[src/common/rv32Pkg.sv]
`default_nettype none

package rv32Pkg;

    localparam int xlen = 32;

    typedef logic [xlen-1:0] word_t;
    typedef logic [4:0]      regAddr_t;

    localparam word_t resetPc = '0;  // first fetch address

    // major opcodes
    localparam logic [6:0] opLui    = 7'b0110111;
    localparam logic [6:0] opAuipc  = 7'b0010111;
    localparam logic [6:0] opJal    = 7'b1101111;
    localparam logic [6:0] opJalr   = 7'b1100111;
    localparam logic [6:0] opBranch = 7'b1100011;
    localparam logic [6:0] opLoad   = 7'b0000011;
    localparam logic [6:0] opStore  = 7'b0100011;
    localparam logic [6:0] opImm    = 7'b0010011;
    localparam logic [6:0] opReg    = 7'b0110011;

    // arithmetic funct3
    localparam logic [2:0] f3Add  = 3'b000;
    localparam logic [2:0] f3Sll  = 3'b001;
    localparam logic [2:0] f3Slt  = 3'b010;
    localparam logic [2:0] f3Sltu = 3'b011;
    localparam logic [2:0] f3Xor  = 3'b100;
    localparam logic [2:0] f3Sr   = 3'b101;  // srl and sra share it
    localparam logic [2:0] f3Or   = 3'b110;
    localparam logic [2:0] f3And  = 3'b111;

    localparam logic [2:0] f3Word = 3'b010;  // lw / sw only

    // branch funct3
    localparam logic [2:0] f3Beq  = 3'b000;
    localparam logic [2:0] f3Bne  = 3'b001;
    localparam logic [2:0] f3Blt  = 3'b100;
    localparam logic [2:0] f3Bge  = 3'b101;
    localparam logic [2:0] f3Bltu = 3'b110;
    localparam logic [2:0] f3Bgeu = 3'b111;

    localparam logic [6:0] f7Alt = 7'b0100000;  // sub, sra, srai

    typedef struct packed {
        logic [6:0] opcode;
        logic [2:0] funct3;
        logic [6:0] funct7;
        regAddr_t   rs1;
        regAddr_t   rs2;
        regAddr_t   rd;
        word_t      imm;       // sign extended for the format
        logic       illegal;
        logic       isLui;
        logic       isAuipc;
        logic       isJal;
        logic       isJalr;
        logic       isBranch;
        logic       isLoad;
        logic       isStore;
        logic       isImm;
        logic       isReg;
    } decoded_t;

    typedef struct packed {
        word_t addr;
        word_t wdata;
        logic  write;  // store commits at the rising edge
    } dataReq_t;

endpackage

`default_nettype wire
[src/rtl/rv32Core.sv]
`default_nettype none

module rv32Core (
    input  logic              clk,
    input  logic              rst,
    output rv32Pkg::word_t    instAddr,
    input  rv32Pkg::word_t    instWord,
    output rv32Pkg::dataReq_t dataReq,
    input  rv32Pkg::word_t    dataRdata,
    output logic              halt
);
    import rv32Pkg::*;

    decoded_t dec;
    word_t    pc;
    word_t    nextPc;
    word_t    rs1Data;
    word_t    rs2Data;
    word_t    aluResult;
    word_t    wbData;
    word_t    effAddr;
    logic     aluIllegal;
    logic     branchIllegal;
    logic     misaligned;
    logic     fault;
    logic     writesRd;
    logic     regWrEn;

    assign instAddr = pc;

    instDecode decodeInst (.instWord(instWord), .dec(dec));

    regFile regs (
        .clk(clk), .rs1Addr(dec.rs1), .rs2Addr(dec.rs2), .rs1Data(rs1Data),
        .rs2Data(rs2Data), .wrEn(regWrEn), .wrAddr(dec.rd), .wrData(wbData)
    );

    aluUnit alu (
        .dec(dec), .rs1Data(rs1Data), .rs2Data(rs2Data),
        .aluResult(aluResult), .aluIllegal(aluIllegal)
    );

    branchUnit branch (
        .dec(dec), .pc(pc), .rs1Data(rs1Data), .rs2Data(rs2Data),
        .nextPc(nextPc), .branchIllegal(branchIllegal)
    );

    pcControl pcCtrl (
        .clk(clk), .rst(rst), .nextPc(nextPc), .fault(fault), .pc(pc), .halt(halt)
    );

    assign effAddr    = rs1Data + dec.imm;  // imm is I or S by format
    assign misaligned = (dec.isLoad || dec.isStore) && (effAddr[1:0] != 2'b00);
    assign fault      = dec.illegal || aluIllegal || branchIllegal || misaligned;

    // write-back priority: upper imm, link, load, alu
    always_comb begin
        if (dec.isLui) begin
            wbData = dec.imm;
        end else if (dec.isAuipc) begin
            wbData = pc + dec.imm;
        end else if (dec.isJal || dec.isJalr) begin
            wbData = pc + word_t'(4);
        end else if (dec.isLoad) begin
            wbData = dataRdata;
        end else begin
            wbData = aluResult;
        end
    end

    assign writesRd = dec.isLui || dec.isAuipc || dec.isJal || dec.isJalr || dec.isLoad
                      || dec.isImm || dec.isReg;
    assign regWrEn  = writesRd && !halt && !fault && rst;

    always_comb begin
        dataReq.addr  = effAddr;
        dataReq.wdata = rs2Data;
        dataReq.write = dec.isStore && !halt && !fault && rst;  // faulting store dropped
    end

    // a fault halts the core and no store escapes afterwards
    noStoreAfterFault: assert property (
        @(posedge clk) disable iff (!rst) (fault || halt) |=> (halt && !dataReq.write)
    ) else $error("store issued while halted");

endmodule

`default_nettype wire

[src/rtl/pcControl.sv]
`default_nettype none

module pcControl (
    input  logic           clk,
    input  logic           rst,
    input  rv32Pkg::word_t nextPc,
    input  logic           fault,
    output rv32Pkg::word_t pc,
    output logic           halt
);
    import rv32Pkg::*;

    always_ff @(posedge clk) begin
        if (!rst) begin
            pc   <= resetPc;
            halt <= 1'b0;
        end else if (!halt) begin
            if (fault) begin
                halt <= 1'b1;  // pc stays on the faulting word
            end else begin
                pc <= nextPc;
            end
        end
    end

    // once halted nothing moves until reset
    pcHoldsOnHalt: assert property (
        @(posedge clk) disable iff (!rst) halt |=> ($stable(pc) && halt)
    ) else $error("pc moved while halted");

endmodule

`default_nettype wire

[src/execute/branchUnit.sv]
`default_nettype none

module branchUnit (
    input  rv32Pkg::decoded_t dec,
    input  rv32Pkg::word_t    pc,
    input  rv32Pkg::word_t    rs1Data,
    input  rv32Pkg::word_t    rs2Data,
    output rv32Pkg::word_t    nextPc,
    output logic              branchIllegal
);
    import rv32Pkg::*;

    logic  signedLt;
    logic  taken;
    logic  redirect;
    word_t jalrSum;
    word_t target;
    word_t seqPc;

    assign signedLt = $signed(rs1Data) < $signed(rs2Data);

    always_comb begin
        case (dec.funct3)
            f3Beq:   taken = rs1Data == rs2Data;
            f3Bne:   taken = rs1Data != rs2Data;
            f3Blt:   taken = signedLt;
            f3Bge:   taken = !signedLt;
            f3Bltu:  taken = rs1Data < rs2Data;
            f3Bgeu:  taken = rs1Data >= rs2Data;
            default: taken = 1'b0;  // decode flags 2 and 3
        endcase
    end

    assign seqPc   = pc + word_t'(4);
    assign jalrSum = rs1Data + dec.imm;
    assign target  = dec.isJalr ? {jalrSum[xlen-1:1], 1'b0} : (pc + dec.imm);

    assign redirect = dec.isJal || dec.isJalr || (dec.isBranch && taken);
    assign nextPc   = redirect ? target : seqPc;

    // only a target actually taken can fault
    assign branchIllegal = redirect && (target[1:0] != 2'b00);

endmodule

`default_nettype wire

[src/execute/aluUnit.sv]
`default_nettype none

module aluUnit (
    input  rv32Pkg::decoded_t dec,
    input  rv32Pkg::word_t    rs1Data,
    input  rv32Pkg::word_t    rs2Data,
    output rv32Pkg::word_t    aluResult,
    output logic              aluIllegal
);
    import rv32Pkg::*;

    word_t      opB;
    logic [4:0] shamt;
    logic       signedLt;
    logic       unsignedLt;
    word_t      sraResult;
    logic       f7Zero;
    logic       f7IsAlt;

    assign opB   = dec.isReg ? rs2Data : dec.imm;  // register or immediate form
    assign shamt = opB[4:0];

    assign signedLt   = $signed(rs1Data) < $signed(opB);
    assign unsignedLt = rs1Data < opB;  // sltiu compares against sign-extended imm
    assign sraResult  = word_t'($signed(rs1Data) >>> shamt);

    assign f7Zero  = dec.funct7 == 7'b0000000;
    assign f7IsAlt = dec.funct7 == f7Alt;

    always_comb begin
        case (dec.funct3)
            f3Add: begin
                if (dec.isReg && f7IsAlt) begin
                    aluResult = rs1Data - opB;  // sub
                end else begin
                    aluResult = rs1Data + opB;
                end
            end
            f3Sll:  aluResult = rs1Data << shamt;
            f3Slt:  aluResult = {{(xlen-1){1'b0}}, signedLt};
            f3Sltu: aluResult = {{(xlen-1){1'b0}}, unsignedLt};
            f3Xor:  aluResult = rs1Data ^ opB;
            f3Sr:   aluResult = f7IsAlt ? sraResult : (rs1Data >> shamt);
            f3Or:   aluResult = rs1Data | opB;
            f3And:  aluResult = rs1Data & opB;
        endcase
    end

    // reserved funct7 / upper immediate bits
    always_comb begin
        aluIllegal = 1'b0;
        if (dec.isImm) begin
            if (dec.funct3 == f3Sll) begin
                aluIllegal = !f7Zero;
            end else if (dec.funct3 == f3Sr) begin
                aluIllegal = !(f7Zero || f7IsAlt);
            end
        end else if (dec.isReg) begin
            if (dec.funct3 == f3Add || dec.funct3 == f3Sr) begin
                aluIllegal = !(f7Zero || f7IsAlt);  // add/sub, srl/sra
            end else begin
                aluIllegal = !f7Zero;
            end
        end
    end

endmodule

`default_nettype wire

[src/rtl/regFile.sv]
`default_nettype none

module regFile (
    input  logic               clk,
    input  rv32Pkg::regAddr_t  rs1Addr,
    input  rv32Pkg::regAddr_t  rs2Addr,
    output rv32Pkg::word_t     rs1Data,
    output rv32Pkg::word_t     rs2Data,
    input  logic               wrEn,
    input  rv32Pkg::regAddr_t  wrAddr,
    input  rv32Pkg::word_t     wrData
);
    import rv32Pkg::*;

    word_t regs [1:31];  // x0 has no storage

    assign rs1Data = (rs1Addr == '0) ? '0 : regs[rs1Addr];
    assign rs2Data = (rs2Addr == '0) ? '0 : regs[rs2Addr];

    always_ff @(posedge clk) begin
        if (wrEn && (wrAddr != '0)) begin
            regs[wrAddr] <= wrData;  // writes to x0 dropped
        end
    end

    // a write aimed at x0 must not leak into later reads
    x0StaysZero: assert property (
        @(posedge clk) (wrEn && wrAddr == '0) |=> (rs1Addr != '0 || rs1Data == '0)
    ) else $error("x0 read back nonzero after a write to x0");

endmodule

`default_nettype wire

[src/rtl/instDecode.sv]
`default_nettype none

module instDecode (
    input  rv32Pkg::word_t    instWord,
    output rv32Pkg::decoded_t dec
);
    import rv32Pkg::*;

    word_t immI;
    word_t immS;
    word_t immB;
    word_t immU;
    word_t immJ;
    logic  knownOp;
    logic  badJalr;
    logic  badMem;
    logic  badBranch;

    // the five immediate formats
    assign immI = {{20{instWord[31]}}, instWord[31:20]};
    assign immS = {{20{instWord[31]}}, instWord[31:25], instWord[11:7]};
    assign immB = {{19{instWord[31]}}, instWord[31], instWord[7],
                   instWord[30:25], instWord[11:8], 1'b0};
    assign immU = {instWord[31:12], 12'b0};
    assign immJ = {{11{instWord[31]}}, instWord[31], instWord[19:12],
                   instWord[20], instWord[30:21], 1'b0};

    always_comb begin
        dec.opcode = instWord[6:0];
        dec.funct3 = instWord[14:12];
        dec.funct7 = instWord[31:25];  // also imm[11:5] for shifts
        dec.rs1    = instWord[19:15];
        dec.rs2    = instWord[24:20];
        dec.rd     = instWord[11:7];

        dec.isLui    = dec.opcode == opLui;
        dec.isAuipc  = dec.opcode == opAuipc;
        dec.isJal    = dec.opcode == opJal;
        dec.isJalr   = dec.opcode == opJalr;
        dec.isBranch = dec.opcode == opBranch;
        dec.isLoad   = dec.opcode == opLoad;
        dec.isStore  = dec.opcode == opStore;
        dec.isImm    = dec.opcode == opImm;
        dec.isReg    = dec.opcode == opReg;

        // pick the immediate matching the format
        if (dec.isStore) begin
            dec.imm = immS;
        end else if (dec.isBranch) begin
            dec.imm = immB;
        end else if (dec.isLui || dec.isAuipc) begin
            dec.imm = immU;
        end else if (dec.isJal) begin
            dec.imm = immJ;
        end else begin
            dec.imm = immI;  // imm, load, jalr; unused for reg ops
        end

        knownOp = dec.isLui || dec.isAuipc || dec.isJal || dec.isJalr || dec.isBranch
                  || dec.isLoad || dec.isStore || dec.isImm || dec.isReg;
        badJalr   = dec.isJalr && (dec.funct3 != 3'b000);
        badMem    = (dec.isLoad || dec.isStore) && (dec.funct3 != f3Word);
        badBranch = dec.isBranch && (dec.funct3 inside {3'b010, 3'b011});

        // funct7 checks for arithmetic live in aluUnit
        dec.illegal = !knownOp || badJalr || badMem || badBranch;
    end

endmodule

`default_nettype wire

[config.mk]
export PLATFORM = sky130hd
export DESIGN_NAME = rv32Core
export DESIGN_NICKNAME = d
export VERILOG_FILES = /design/src/common/rv32Pkg.sv /design/src/rtl/rv32Core.sv /design/src/rtl/pcControl.sv /design/src/execute/branchUnit.sv /design/src/execute/aluUnit.sv /design/src/rtl/regFile.sv /design/src/rtl/instDecode.sv
export SDC_FILE = /design/constraint.sdc
export NUM_CORES = 2
export LEC_CHECK = 0
export ABC_AREA = 1
export BUFFER_PORTS_ARGS = -buffer_cell sky130_fd_sc_hd__buf_2
export CAP_MARGIN = 20
export CELL_PAD_IN_SITES_DETAIL_PLACEMENT = 1
export CELL_PAD_IN_SITES_GLOBAL_PLACEMENT = 1
export CORE_MARGIN = 4
export CORE_UTILIZATION = 39
export CTS_BUF_LIST = sky130_fd_sc_hd__clkbuf_2
export CTS_CLUSTER_SIZE = 28
export DETAILED_ROUTE_END_ITERATION = 7
export PLACE_DENSITY_LB_ADDON = 0.3
export SYNTH_ARGS = -nofsm -noshare
export SYNTH_HDL_FRONTEND = slang
export SYNTH_HIERARCHICAL = 1
export SYNTH_SLANG_ARGS = --single-unit
[constraint.sdc]
create_clock -name clk -period 15 [get_ports clk]
set_input_delay 3.75 -clock clk [delete_from_list [all_inputs] [get_ports clk]]
set_output_delay 3.75 -clock clk [all_outputs]
set_load 0.03 [all_outputs]
==> impl_metrics.ini <==
[setup_path]
cpMostUsedCell = nand2_1
endpoint_kind = primary output
reg2reg_depth = 30
critical_path.startpoint = instWord[20]
critPathArrivalTime_ps = 9980
reg2reg_slack_ps = 6450
worst_path_largest_cell_delay_ps = 540
cp.required_ps = 11250
cp_slowest_cell = a21oi_1
endpoint = dataReq[0]
cp_max_fo = 71
path_class = primary input to primary output
reg2reg_from = regs/regs[5][27]$_DFFE_PP_
reg2reg_to = regs/regs[3][4]$_DFFE_PP_
worstSetupStartpointType = primary input

[sta]
rsz0062_at_grt = no
max_freq_mhz = 72.8
setup_tns_ps = 0
finalHoldViolations = 0
slew_violations = 0
finalCriticalPeriod_ps = 13730
worst_slew_pin_slew_ps = 1250
finalWorstSetupSlack_ps = 1270
min_period_over_period_pct = 91.5
clock_skew_ps = 223
slew_headroom_pct = 16.6
finalSetupViolations = 0

[drt]
dr_wl_met2_um = 170000
drc = 0
highest_layer = met5
vias_per_cell = 5.95
wire_per_inst_um = 28.6
drt-pass1-iter-count = 8
vias = 82389
wl_met1_um = 161000
ant_nets = 0
routed_wl_um = 396000
wl_met3_um = 38500
drtIter0Drc = 9690

[yosys]
syn-instance-count = 10913
synth_area_per_cell_um2 = 6.92
ys.warnings.count = 6
netlist_area_mm2 = 0.0756
syn_nets = 11239

[run_status]
status = complete, no violations

[clock_network]
cts_made_buffers = 300
postCtsSetupBuffers = 0
cts_tree = yes
clk_pin_slew_ps = 90
clock_path_buffers = 4
clock_latency_ps = 1860
htree_levels = 5
cts-hold-fix-buffers = 0
cts_resized = 0
clock-sinks = 1025
cts-root-buf = clkbuf_2

[layout]
fin_nets = 11426
post-route-util_pct = 42.7
area_growth_syn_to_layout_pct = 8.83
fill_cells = 24964
final_cells = 13849
final_layout_size_suffix_gt1_share_pct = 10.0

[floorplanning]
initial_utilization_pct = 39.2
die-area_mm2 = 0.201
die_x_um = 448
rows = 161
core-area_mm2 = 0.193
fp.dieH_um = 448
ios = 164

[min_path]
min_path_type = flop to flop
worstHoldPathCells = 2

[grt]
grt_pass1_vias = 81735
grt.total_usage_pct = 38.2
antenna_found_initial = 28
overflow = 0
grt_max_degree = 175
grt_pass1_wl_um = 562000

[pwr]
powerDensity_mw_per_mm2 = 94.1
ir_drop_mv = 0.0707
p_total_mw = 7.74
leakagePower_nw = 37.7

[placement]
dpl_worst_slack_ps = 1540
dpl.hpwl_um = 267000
dp.cells = 13318
place.gp.congestion = 0.997
portBuffers = 163

[job]
drv_cap = 0
[where the power goes]
group	internal (mW)	switching, mW	total [mW]
registers	3.25	0.00400	3.25
logic	0.589	1.80	2.39
clock network	0.800	1.30	2.10
total	4.64	3.11	7.74
[layer usage]
layer	vias to the layer above	global-route usage, %
li1	36120	-
met1	40694	50.3
met2	4471	57.5
met3	1098	8.42
met4	6	23.0
met5	-	0
[metrics by stage]
step	cell area, um^2	hold slack [ps]
after floorplan	75600	654
after global placement	79400	469
after detailed placement	79600	489
after CTS	82000	503
after global routing	82200	540
final	82200	500
[how the worst min path moves through the flow]
stage / startpoint / to / slack (ps)
finish: pcCtrl/pc[22]$_SDFFE_PN0P_ / pcCtrl/pc[22]$_SDFFE_PN0P_ / 500
global route: pcCtrl/pc[22]$_SDFFE_PN0P_ / pcCtrl/pc[22]$_SDFFE_PN0P_ / 540
CTS: pcCtrl/pc[22]$_SDFFE_PN0P_ / pcCtrl/pc[22]$_SDFFE_PN0P_ / 500
detailed placement: pcCtrl/pc[22]$_SDFFE_PN0P_ / pcCtrl/pc[22]$_SDFFE_PN0P_ / 490
global placement: pcCtrl/pc[22]$_SDFFE_PN0P_ / pcCtrl/pc[22]$_SDFFE_PN0P_ / 470
floorplan: pcCtrl/pc[0]$_SDFFE_PN0P_ / pcCtrl/pc[0]$_SDFFE_PN0P_ / 650
[cells in the final DEF (no fill, tap or decap), types with 26 or more instances in the layout]
| cell | count |
|---|---|
| buf_2 | 155 |
| xor2_1 | 71 |
| nor3_1 | 58 |
| a21oi_1 | 575 |
| o21ai_0 | 227 |
| xnor2_1 | 26 |
| nor2_1 | 843 |
| nand2_1 | 4544 |
| ha_1 | 254 |
| buf_12 | 28 |
| buf_4 | 267 |
| nand3_1 | 1453 |
| nor2_4 | 49 |
| inv_1 | 784 |
| or2_2 | 33 |
| edfxtp_1 | 992 |
| diode_2 | 31 |
| clkbuf_2 | 436 |
| o21ai_1 | 38 |
| clkinv_1 | 40 |
| dfxtp_1 | 33 |
| nand4_1 | 52 |
[critical path, delay by kind of cell]
kind	cells	cell delay (ps)
AO/OA/AOI/OAI	3	710
adder cells (fa/ha/maj)	1	350
AND/OR/NAND/NOR	21	2880
buffers and inverters	7	1840
[layout make-up]
class	count	area [um^2]	share of cell area (%)
Sequential cell	1025	30400	37.0
Tap cell	2526	3160	3.84
Clock inverter	58	285	0.347
Multi-Input combinational cell	8497	39400	47.9
Timing Repair Buffer	464	3610	4.39
Inverter	812	3080	3.74
Antenna cell	31	77.6	0.0943
Clock buffer	436	2180	2.65
[registers in the layout, indices dropped and copies added (netlist names)]
name	cells
regs/regs	992
pcCtrl/pc	32
pcCtrl/halt	1
Note: power is estimated with default switching activity, not from simulation.
